<file path="config.mk">
export PLATFORM = sky130hd
export DESIGN_NAME = mipsCore
export DESIGN_NICKNAME = d
export VERILOG_FILES = /design/src/design/mipsIsaPkg.sv /design/src/design/mipsMemPkg.sv /design/src/design/controlUnit.sv /design/src/design/regFile.sv /design/src/design/alu.sv /design/src/design/pcUnit.sv /design/src/design/mipsCore.sv
export SDC_FILE = /design/constraint.sdc
export NUM_CORES = 2
export LEC_CHECK = 0
export ABC_CLOCK_PERIOD_IN_PS = 8080
export BUFFER_PORTS_ARGS = -buffer_cell sky130_fd_sc_hd__buf_2
export CELL_PAD_IN_SITES_DETAIL_PLACEMENT = 1
export CELL_PAD_IN_SITES_GLOBAL_PLACEMENT = 2
export CORE_AREA = 5 5 440 442
export CTS_CLUSTER_SIZE = 10
export DETAILED_ROUTE_END_ITERATION = 12
export DIE_AREA = 0 0 445 447
export PLACE_DENSITY_LB_ADDON = 0.05
export SLEW_MARGIN = 20
export SYNTH_ARGS = -nofsm -noshare
export SYNTH_HDL_FRONTEND = slang
export SYNTH_SLANG_ARGS = --single-unit
</file>
<file path="constraint.sdc">
create_clock -name clk -period 8.08 [get_ports clk]
set_input_delay 1.212 -clock clk [delete_from_list [all_inputs] [get_ports clk]]
set_output_delay 1.212 -clock clk [all_outputs]
set_load 0.05 [all_outputs]
</file>
<file path="src/design/mipsIsaPkg.sv">
`default_nettype none

package mipsIsaPkg;

  // ==========================================================================
  // word and field types
  // ==========================================================================

  // data word and byte address
  typedef logic [31:0] word_t;
  // register index
  typedef logic [4:0]  regAddr_t;
  // major opcode, bits 31..26
  typedef logic [5:0]  opcode_t;
  // r-type function, bits 5..0
  typedef logic [5:0]  funct_t;

  // ==========================================================================
  // encodings
  // ==========================================================================

  // opcodes
  localparam opcode_t OP_RTYPE = 6'h00;
  localparam opcode_t OP_J     = 6'h02;
  localparam opcode_t OP_JAL   = 6'h03;
  localparam opcode_t OP_BEQ   = 6'h04;
  localparam opcode_t OP_LW    = 6'h23;
  localparam opcode_t OP_SW    = 6'h2b;

  // funct codes, only meaningful under OP_RTYPE
  localparam funct_t FN_SLL = 6'h00;
  localparam funct_t FN_SRL = 6'h02;
  localparam funct_t FN_JR  = 6'h08;
  localparam funct_t FN_ADD = 6'h20;
  localparam funct_t FN_SUB = 6'h22;
  localparam funct_t FN_AND = 6'h24;
  localparam funct_t FN_OR  = 6'h25;
  localparam funct_t FN_SLT = 6'h2a;

  // jal link target, r31
  localparam regAddr_t LINK_REG = 5'd31;

  // alu operation classes
  typedef enum logic [2:0] {
    ALU_ADD,
    ALU_SUB,
    ALU_AND,
    ALU_OR,
    ALU_SLT,
    ALU_SLL,
    ALU_SRL,
    ALU_NONE
  } aluOp_t;

endpackage

`default_nettype wire

</file>
<file path="src/design/mipsMemPkg.sv">
`default_nettype none

package mipsMemPkg;

  // data memory word address width, 128 words
  localparam int DMEM_ADDR_W_DEF = 7;

  // byte offset bits below the word address
  localparam int BYTE_OFS_W = 2;

  // first fetch address after reset
  localparam logic [31:0] RESET_PC = 32'h0000_0000;

endpackage

`default_nettype wire

</file>
<file path="src/design/controlUnit.sv">
`timescale 1ns/1ps
`default_nettype none

module controlUnit import mipsIsaPkg::*; (
  input  opcode_t opcode,
  input  funct_t  funct,
  output logic    regDst,
  output logic    aluSrc,
  output logic    memToReg,
  output logic    regWrite,
  output logic    memRead,
  output logic    memWrite,
  output logic    branch,
  output logic    jump,
  output logic    jumpReg,
  output logic    link,
  output logic    shiftOp,
  output aluOp_t  aluOp
);

  // ==========================================================================
  // single decode table
  // ==========================================================================

  always_comb begin
    // defaults give a no-op, nothing written
    regDst   = 1'b0;
    aluSrc   = 1'b0;
    memToReg = 1'b0;
    regWrite = 1'b0;
    memRead  = 1'b0;
    memWrite = 1'b0;
    branch   = 1'b0;
    jump     = 1'b0;
    jumpReg  = 1'b0;
    link     = 1'b0;
    shiftOp  = 1'b0;
    aluOp    = ALU_NONE;
    case (opcode)
      OP_RTYPE: begin
        // rd is the destination for all r-type writes
        regDst = 1'b1;
        case (funct)
          FN_ADD: begin regWrite = 1'b1; aluOp = ALU_ADD; end
          FN_SUB: begin regWrite = 1'b1; aluOp = ALU_SUB; end
          FN_AND: begin regWrite = 1'b1; aluOp = ALU_AND; end
          FN_OR:  begin regWrite = 1'b1; aluOp = ALU_OR;  end
          FN_SLT: begin regWrite = 1'b1; aluOp = ALU_SLT; end
          FN_SLL: begin regWrite = 1'b1; shiftOp = 1'b1; aluOp = ALU_SLL; end
          FN_SRL: begin regWrite = 1'b1; shiftOp = 1'b1; aluOp = ALU_SRL; end
          // register jump, no write back
          FN_JR:  jumpReg = 1'b1;
          default: ;
        endcase
      end
      OP_LW: begin
        // base plus offset, load data to rt
        aluSrc   = 1'b1;
        memToReg = 1'b1;
        memRead  = 1'b1;
        regWrite = 1'b1;
        aluOp    = ALU_ADD;
      end
      OP_SW: begin
        aluSrc   = 1'b1;
        memWrite = 1'b1;
        aluOp    = ALU_ADD;
      end
      OP_BEQ: begin
        // compare by subtraction, zero flag decides
        branch = 1'b1;
        aluOp  = ALU_SUB;
      end
      OP_J:   jump = 1'b1;
      OP_JAL: begin
        jump     = 1'b1;
        link     = 1'b1;
        regWrite = 1'b1;
      end
      default: ;
    endcase
  end

endmodule

`default_nettype wire

</file>
<file path="src/design/regFile.sv">
`timescale 1ns/1ps
`default_nettype none

module regFile import mipsIsaPkg::*; (
  input  logic     clk,
  input  logic     rst,
  input  logic     wrEn,
  input  regAddr_t rdAddrA,
  input  regAddr_t rdAddrB,
  input  regAddr_t wrAddr,
  input  word_t    wrData,
  output word_t    rdDataA,
  output word_t    rdDataB
);

  // 32 general registers
  word_t regs [0:31];

  // write port, r0 never written
  always_ff @(posedge clk or negedge rst) begin
    if (!rst) begin
      for (int i = 0; i < 32; i++) begin
        regs[i] <= '0;
      end
    end else if (wrEn && (wrAddr != '0)) begin
      regs[wrAddr] <= wrData;
    end
  end

  // async read ports
  // r0 forced to zero
  assign rdDataA = (rdAddrA == '0) ? '0 : regs[rdAddrA];
  assign rdDataB = (rdAddrB == '0) ? '0 : regs[rdAddrB];

endmodule

`default_nettype wire

</file>
<file path="src/design/alu.sv">
`timescale 1ns/1ps
`default_nettype none

module alu import mipsIsaPkg::*; (
  input  word_t  opA,
  input  word_t  opB,
  input  aluOp_t op,
  output word_t  result,
  output logic   zero
);

  // shift distance from low bits of opA
  logic [4:0] shamt;
  // signed compare for slt
  logic       lessThan;

  assign shamt    = opA[4:0];
  assign lessThan = $signed(opA) < $signed(opB);

  always_comb begin
    case (op)
      ALU_ADD: result = opA + opB;
      ALU_SUB: result = opA - opB;
      ALU_AND: result = opA & opB;
      ALU_OR:  result = opA | opB;
      ALU_SLT: result = {31'b0, lessThan};
      // shifts act on opB
      ALU_SLL: result = opB << shamt;
      ALU_SRL: result = opB >> shamt;
      default: result = '0;
    endcase
  end

  // zero flag for every op, beq uses it after sub
  assign zero = (result == '0);

endmodule

`default_nettype wire

</file>
<file path="src/design/pcUnit.sv">
`timescale 1ns/1ps
`default_nettype none

module pcUnit import mipsIsaPkg::*, mipsMemPkg::*; (
  input  logic        clk,
  input  logic        rst,
  input  logic        branchTaken,
  input  logic        jump,
  input  logic        jumpReg,
  input  word_t       branchOfs,
  input  logic [25:0] jumpIndex,
  input  word_t       regTarget,
  output word_t       pc,
  output word_t       pcPlus4
);

  word_t pcNext;
  word_t branchTarget;
  word_t jumpTarget;

  assign pcPlus4 = pc + 32'd4;

  // branch is relative to the following instruction
  assign branchTarget = pcPlus4 + {branchOfs[29:0], 2'b00};

  // region bits kept from pc plus 4
  assign jumpTarget = {pcPlus4[31:28], jumpIndex, 2'b00};

  // ==========================================================================
  // next pc, register jump first
  // ==========================================================================

  always_comb begin
    if (jumpReg) begin
      pcNext = regTarget;
    end else if (jump) begin
      pcNext = jumpTarget;
    end else if (branchTaken) begin
      pcNext = branchTarget;
    end else begin
      pcNext = pcPlus4;
    end
  end

  // pc register
  always_ff @(posedge clk or negedge rst) begin
    if (!rst) begin
      pc <= RESET_PC;
    end else begin
      pc <= pcNext;
    end
  end

endmodule

`default_nettype wire

</file>
<file path="src/design/mipsCore.sv">
`timescale 1ns/1ps
`default_nettype none

module mipsCore import mipsIsaPkg::*, mipsMemPkg::*; #(
  parameter int DMEM_ADDR_W = 7
) (
  input  logic                   clk,
  input  logic                   rst,
  input  word_t                  instr,
  input  word_t                  memRdData,
  output word_t                  imemAddr,
  output logic                   memCen,
  output logic                   memWen,
  output logic [DMEM_ADDR_W-1:0] memAddr,
  output word_t                  memWrData,
  output logic                   wbEn,
  output regAddr_t               wbAddr,
  output word_t                  wbData
);

  // ==========================================================================
  // instruction fields
  // ==========================================================================

  opcode_t     opcode;
  funct_t      funct;
  regAddr_t    rs;
  regAddr_t    rt;
  regAddr_t    rd;
  logic [4:0]  shamt;
  logic [15:0] imm;
  logic [25:0] jumpIndex;
  word_t       immExt;

  assign opcode    = instr[31:26];
  assign rs        = instr[25:21];
  assign rt        = instr[20:16];
  assign rd        = instr[15:11];
  assign shamt     = instr[10:6];
  assign funct     = instr[5:0];
  assign imm       = instr[15:0];
  assign jumpIndex = instr[25:0];

  // sign extension of the 16-bit offset
  assign immExt = {{16{imm[15]}}, imm};

  // control
  logic   regDst, aluSrc, memToReg, regWrite, memRead, memWrite;
  logic   branch, jump, jumpReg, link, shiftOp;
  aluOp_t aluOp;

  // datapath nets
  word_t    rdDataA, rdDataB;
  word_t    aluA, aluB, aluResult;
  logic     aluZero;
  word_t    pc, pcPlus4;
  regAddr_t wrAddr;
  word_t    wrData;

  controlUnit i_controlUnit (
    .opcode  (opcode),
    .funct   (funct),
    .regDst  (regDst),
    .aluSrc  (aluSrc),
    .memToReg(memToReg),
    .regWrite(regWrite),
    .memRead (memRead),
    .memWrite(memWrite),
    .branch  (branch),
    .jump    (jump),
    .jumpReg (jumpReg),
    .link    (link),
    .shiftOp (shiftOp),
    .aluOp   (aluOp)
  );

  regFile i_regFile (
    .clk    (clk),
    .rst    (rst),
    .wrEn   (regWrite),
    .rdAddrA(rs),
    .rdAddrB(rt),
    .wrAddr (wrAddr),
    .wrData (wrData),
    .rdDataA(rdDataA),
    .rdDataB(rdDataB)
  );

  // ==========================================================================
  // operands and alu
  // ==========================================================================

  // shift amount replaces rs for sll/srl
  assign aluA = shiftOp ? {27'b0, shamt} : rdDataA;
  assign aluB = aluSrc ? immExt : rdDataB;

  alu i_alu (
    .opA   (aluA),
    .opB   (aluB),
    .op    (aluOp),
    .result(aluResult),
    .zero  (aluZero)
  );

  pcUnit i_pcUnit (
    .clk        (clk),
    .rst        (rst),
    .branchTaken(branch & aluZero),
    .jump       (jump),
    .jumpReg    (jumpReg),
    .branchOfs  (immExt),
    .jumpIndex  (jumpIndex),
    .regTarget  (rdDataA),
    .pc         (pc),
    .pcPlus4    (pcPlus4)
  );

  assign imemAddr = pc;

  // ==========================================================================
  // write back
  // ==========================================================================

  // link wins over rd/rt
  assign wrAddr = link ? LINK_REG : (regDst ? rd : rt);
  assign wrData = link ? pcPlus4 : (memToReg ? memRdData : aluResult);

  // trace port mirrors the register write
  assign wbEn   = regWrite;
  assign wbAddr = wrAddr;
  assign wbData = wrData;

  // data memory strobes, active low
  assign memCen    = ~(memRead | memWrite);
  assign memWen    = ~memWrite;
  assign memAddr   = aluResult[BYTE_OFS_W +: DMEM_ADDR_W];
  assign memWrData = rdDataB;

endmodule

`default_nettype wire

</file>
; ---- Word-level counts from Yosys, hierarchy flattened
; Cells that the tools add are included.
[totals]
in_bits = 66
register_bits = 1056
output_inout_bits = 111
[classes]
muxes = 36
n_lt_le_gt_ge = 5
n_reduce_logical = 14
eq_ne = 18
add_sub_neg = 4
shifts = 2
bitwise = 9
[ops]
columns = operator, n
row1 = bitwise mux 1024 bit, 1
row2 = 2-to-1 mux 32 bit, 14
row3 = binary-select mux 32 bit (select 5 bit), 2
row4 = one-hot mux 32 bit (7 select lines), 1
row5 = demux 32 bit (select 5 bit), 1
row6 = adder 32 bit, 2
row7 = equality test 6 bit (second input constant), 7
row8 = adder 32 x 3 -> 32 bit (second input constant), 1
row9 = AND 32 bit, 1
row10 = zero test 32 bit, 1
row11 = less-than comparator 32 bit, 1
row12 = OR 32 bit, 1
row13 = left shift 32 x 5 -> 32 bit, 1
row14 = >> shifter 32 x 5 -> 32 bit, 1
row15 = subtractor 32 bit, 1
row16 = one-hot mux 3 bit (7 select lines), 1
row17 = equality test 6 x 2 -> 1 bit (second input constant), 3
row18 = greater-or-equal comparator 6 bit (second input constant), 3
row19 = NOT 5 -> 6 bit, 3
row20 = zero test 6 bit, 2
row21 = 2-to-1 mux 1 bit, 12
row22 = zero test 5 bit, 2
row23 = 2-to-1 mux 5 bit, 2
row24 = equality test 3 bit (second input constant), 3
row25 = 15 further kinds, 21

; ---- Logic depth before layout (Yosys ltp)
[depth]
depth_word = 13
ltp_mapped = 33

; ---- Cells and area by module
; Synthesis repeated with hierarchy kept, for this count alone.
[hier_totals]
hier_cells = 5685
hier_area_um2 = 69370.3
[modules_own_cells]
columns = mod, seq_area_each_um2, area_per_inst_um2, cells_per_inst, n_inst
row1 = regFile, 25624.6, 54369.6, 3621, 1
row2 = alu, 0.0, 9185.1, 1287, 1
row3 = pcUnit, 800.8, 4060.1, 527, 1
row4 = mipsCore, 0.0, 1480.2, 212, 1
row5 = controlUnit, 0.0, 275.3, 38, 1

; ---- Worst setup path before layout
; No wires, ideal clock.
[synth_path]
path_kind = in2out
start = input instr[22]
end = output wbData[25]
arrival_time_ps = 7726
t_required_ps = 6868
cell_stages = 30
path_buffers = 9
path_slack_ps = -858
path_cell_list = buf_4 > buf_6 > buf_4 > buf_4 > clkbuf_1 > clkbuf_1 > clkbuf_1 > mux4_2 > mux4_2 > mux2_2 > nand2_1 > nand2b_1 > ha_1 > clkbuf_1 > a21oi_1 > o21bai_1 > a21oi_1 > o221ai_1 > a221o_1 > o21a_1 > a211oi_1 > nor2_1 > o21ai_0 > a21oi_1 > xor2_1 > a221o_1 > mux2_2 > a21oi_1 > clkbuf_1 > inv_1
[synth_between]
elab_chain_cells = 10
elab_cells_between_ends = 16
cone_classes = add/sub (2) / shift (2) / mux (8) / bitwise (3) / reduce/logical (1)
[synth_rtl]
columns = element, line_no
row1 = start: declaration, mipsCore.sv:9  ; input word_t instr,
row2 = NOT 5 -> 6 bit (implied by the code), regFile.sv:32  ; assign rdDataA = (rdAddrA == '0) ? '0 : regs[rdAddrA];
row3 = binary-select mux 32 bit (select 5 bit), regFile.sv:32
row4 = 2-to-1 mux 32 bit (implied by the code) (2 in a row), regFile.sv:32
row5 = 2-to-1 mux 32 bit *, regFile.sv:32
row6 = 2-to-1 mux 32 bit *, mipsCore.sv:94  ; assign aluA = shiftOp ? {27'b0, shamt} : rdDataA;
row7 = subtractor 32 bit (tied with other cells), alu.sv:23  ; ALU_SUB: result = opA - opB;
row8 = one-hot mux 32 bit (7 select lines) *, alu.sv:21  ; case (op)
row9 = 2-to-1 mux 32 bit * (2 in a row), mipsCore.sv:126  ; assign wrData = link ? pcPlus4 : (memToReg ? memRdData : aluResult);
row10 = end: declaration, mipsCore.sv:18  ; output word_t wbData
; Mark *: on every way between the ends. The rest lies on a longest branch, timed or not. The select of a mux whose other input is x is not followed.

; ---- Worst setup path in the final report
[layout_path]
start = input instr[21]
end = output wbData[29]
; Same word-level chain as after synthesis.

==> impl_results.md <==
* Placer Congestion at 0.9710
* Global-route wire length before repair at 459900 um
* Post-synth EDFFs at 0
* Congestion Overflow GR at 0
* Fillers at 20760
* Clock slew at reported path FFs at 0.06 ns
* Leakage at 36.28 nW
* TritonCTS Buffers at 134
* Max-slew violation count at 0
* Initial antenna violation count at 8
* Post-route DRC at 0
* Area leader, netlist: dfrtp_1
* Vias in the first global route at 60120
* Crit-path max FO at 7
* Flops & latches, synth at 1056
* H-tree Lvls at 4
* Yosys Warn Count at 0
* Synthesized Nets at 6803
* Layout area overhead at 24.40%
* Unique masters post-synth at 108
* Status: finished, violations left
* Register area share after synthesis at 40.21%
* Yosys top cell area share at 40.21%
* HPWL after DPL at 224700 um
* Period utilisation layout at 100.2%
* Critical Path AT at 6.88 ns
* Synth area leaders: dfrtp_1 40%, mux4_2 16%, a21oi_1 5.7%
* Setup TNS at -0.01674 ns
* Total global-route track usage at 32.03%
* Min Tclk post-route at 8.096 ns
* Main synth FF type: dfrtp_1
* Clk Latency, worst-skew pair at 0.82 ns
* Clock skew at 0.04658 ns
* CORE AREA at 0.1892 mm^2
* Clock Sink Count at 1056
* Synth Area per Inst at 9.963 um^2
* Post-route ant nets at 0
* # IOs at 177
* Worst setup SP type: primary input
* Buf+Inv Stages, Crit Path at 8
* Hold Violations, Final at 0
* WL final at 324300 um
* Post-Synthesis Cells at 6596
* Port Buffer Count at 176
* Worst Slack Setup Final at -0.01616 ns
* Setup Viol. Count Final at 2
* R2R setup slack at 0.99 ns
* Failing checks: negative setup slack
* Rows at 160
* Fraction of registers with async set/reset at 100.0%
* First drt pass iteration count at 5
* Vias/cell at 5.938
* Share of layout cells above drive strength 1 at 29.15%
* Worst slew margin at 20.55%
* Worst Hold Class: flip-flop to flip-flop
* WS Path Type: primary input to primary output
* Die Y-Extent at 447 um
* Avg WL per Cell at 33.14 um
* CTS root buf: clkbuf_16
* Endpoint class of the critical path: primary output
* # Max-Cap Violations at 0
* Pwr dens at 189.2 mW/mm^2
* Starting Density at 34.74%
* Largest net degree at the start of global routing at 154
* Clock buffer depth at 3
* Synth Cell Area at 0.06572 mm^2
* Die ar. at 0.1989 mm^2
* Slowest stage delay, CP at 0.53 ns
* Top Family by Delay on Critical Path: compound AO/OA/AOI/OAI gates
* Worst hold slack at 0.3965 ns
* Hold-fix buffers, CTS at 0
* Die Span X at 445 um
* Via count at 58110
* Layout Nets at 7412
* RSZ-0062 raised after global routing: yes
* Max IR drop VDD at 0.0001671 V
* Slowest-stage cell, CP: or4_4
* Worst EP required at 6.87 ns
* Worst-margin pin slew at 1.192 ns
* DRT iter0 DRCs at 4653
* Fmax at 123.5 MHz
* CTS tree: yes
* Antenna diode count at 0
worst reg2reg max path, delay by kind of cell (launching register included):
| kind | cells | cell delay, ns |
|---|---|---|
| adders and majority gates | 1 | 0.27 |
| DFF | 1 | 0.43 |
| xor gates and xnor gates | 1 | 0.16 |
| AOI/OAI and AO/OA | 9 | 1.74 |
| and+or+nand+nor | 8 | 2.32 |
| buffers and inverters | 7 | 1.14 |
| muxes | 2 | 0.87 |
Yosys cell counts, types with 51 or more instances:
master    instances
inv_1           155
nand2_1         673
clkbuf_1        484
mux2_2           59
a21oi_1         744
a211oi_1         55
mux4_2          476
nor2_1          777
mux2i_1         326
nand3_1          57
buf_2            51
o21ai_0         547
nor3_1           67
a22oi_1          95
o22ai_1          64
ha_1            138
xnor2_1          56
dfrtp_1        1056
power breakdown:
part           internal, mW  leakage, nW  switching, mW
clock network          3.31         2.01           2.57
registers              5.52         14.5          0.255
logic                  1.46         19.8           2.35
total                  10.3         36.3           5.18
layout make-up:
type	count	area, um^2	area share [%]
multi-input combinational	4750	37710	46.13
sequential	1056	26430	32.32
timing repair buffer	1097	9709	11.88
clock buffer	181	3732	4.565
tap	2511	3142	3.843
inverter	166	633.1	0.7744
clock inverter	25	402.9	0.4928
stage by stage:
step           instances  cell area (um^2)  setup slack [ns]  utilization, %  power (mW)
2_1_floorplan       6596             65900          0.004412               -       7.867
3_3_place_gp        9518             75320           -0.6391           39.81       9.409
3_5_place_dp        9519             75330           -0.7098           39.82       9.457
4_1_cts             9744             80380          -0.05880           42.49       15.47
5_1_grt             9786             81750           -0.1994           43.21       16.05
6_report            9786             81750          -0.01616           43.21       15.47
cells by family (layout without fill, tap and decap cells):
group,count (synthesis),count (layout),share of synthesized area (%)
adder cells (fa/ha/maj),141,141,2.719
AO/OA/AOI/OAI,1882,1882,16.96
flip-flops,1056,1056,40.21
multiplexers,868,868,22.48
AND/OR/NAND/NOR,1778,1778,11.40
XOR/XNOR,81,81,1.080
buffers and inverters,790,1469,5.148
layout by cell type (no fill, tap or decap), drive strengths merged, types with 43 or more instances in the layout:
master,count
mux2i,332
nand3,57
mux4,476
nand2,673
nor2,779
a22oi,97
a22o,43
a211oi,56
buf,1089
nor3,69
o21ai,572
a21oi,744
mux2,60
o221ai,44
nand2b,45
o22ai,64
ha,138
inv,172
xnor2,56
dfrtp,1056
clkbuf,187
registers in the layout, indices dropped and copies added, names as in the netlist:
| register | count |
|---|---|
| i_pcUnit.pc | 32 |
| i_regFile.regs | 1024 |
path summary, 6_finish.rpt:
kind	startpoint	depth (start not counted)	endpoint
worst max-delay path	instr[21]	29	wbData[29]
worst min-delay path	i_regFile.regs[1001]	0	i_regFile.regs[1001]
worst max register to register	i_regFile.regs[707]	28	i_pcUnit.pc[25]
worst min register to register	i_regFile.regs[1001]	0	i_regFile.regs[1001]
max in group asynchronous	rst	3	i_regFile.regs[993]
min in group asynchronous	rst	1	i_regFile.regs[463]
routing by layer:
metal | global-route usage, % | wire length [um] | vias to the layer above
li1 | - | - | 25250
met1 | 44.85 | 145300 | 30640
met2 | 50.93 | 149000 | 1728
met3 | 4.893 | 17570 | 486
met4 | 10.91 | 12400 | 2
met5 | 0 | 5 | -
timing repair:
item / in CTS / in global routing
gates resized for setup: 137 / 193
pin swaps: 35 / 98
buffers inserted: 14 / 41
gates cloned: 5 / 6
endpoints found under the setup margin: 25 / 27
Power figures use the tool's default switching activity.
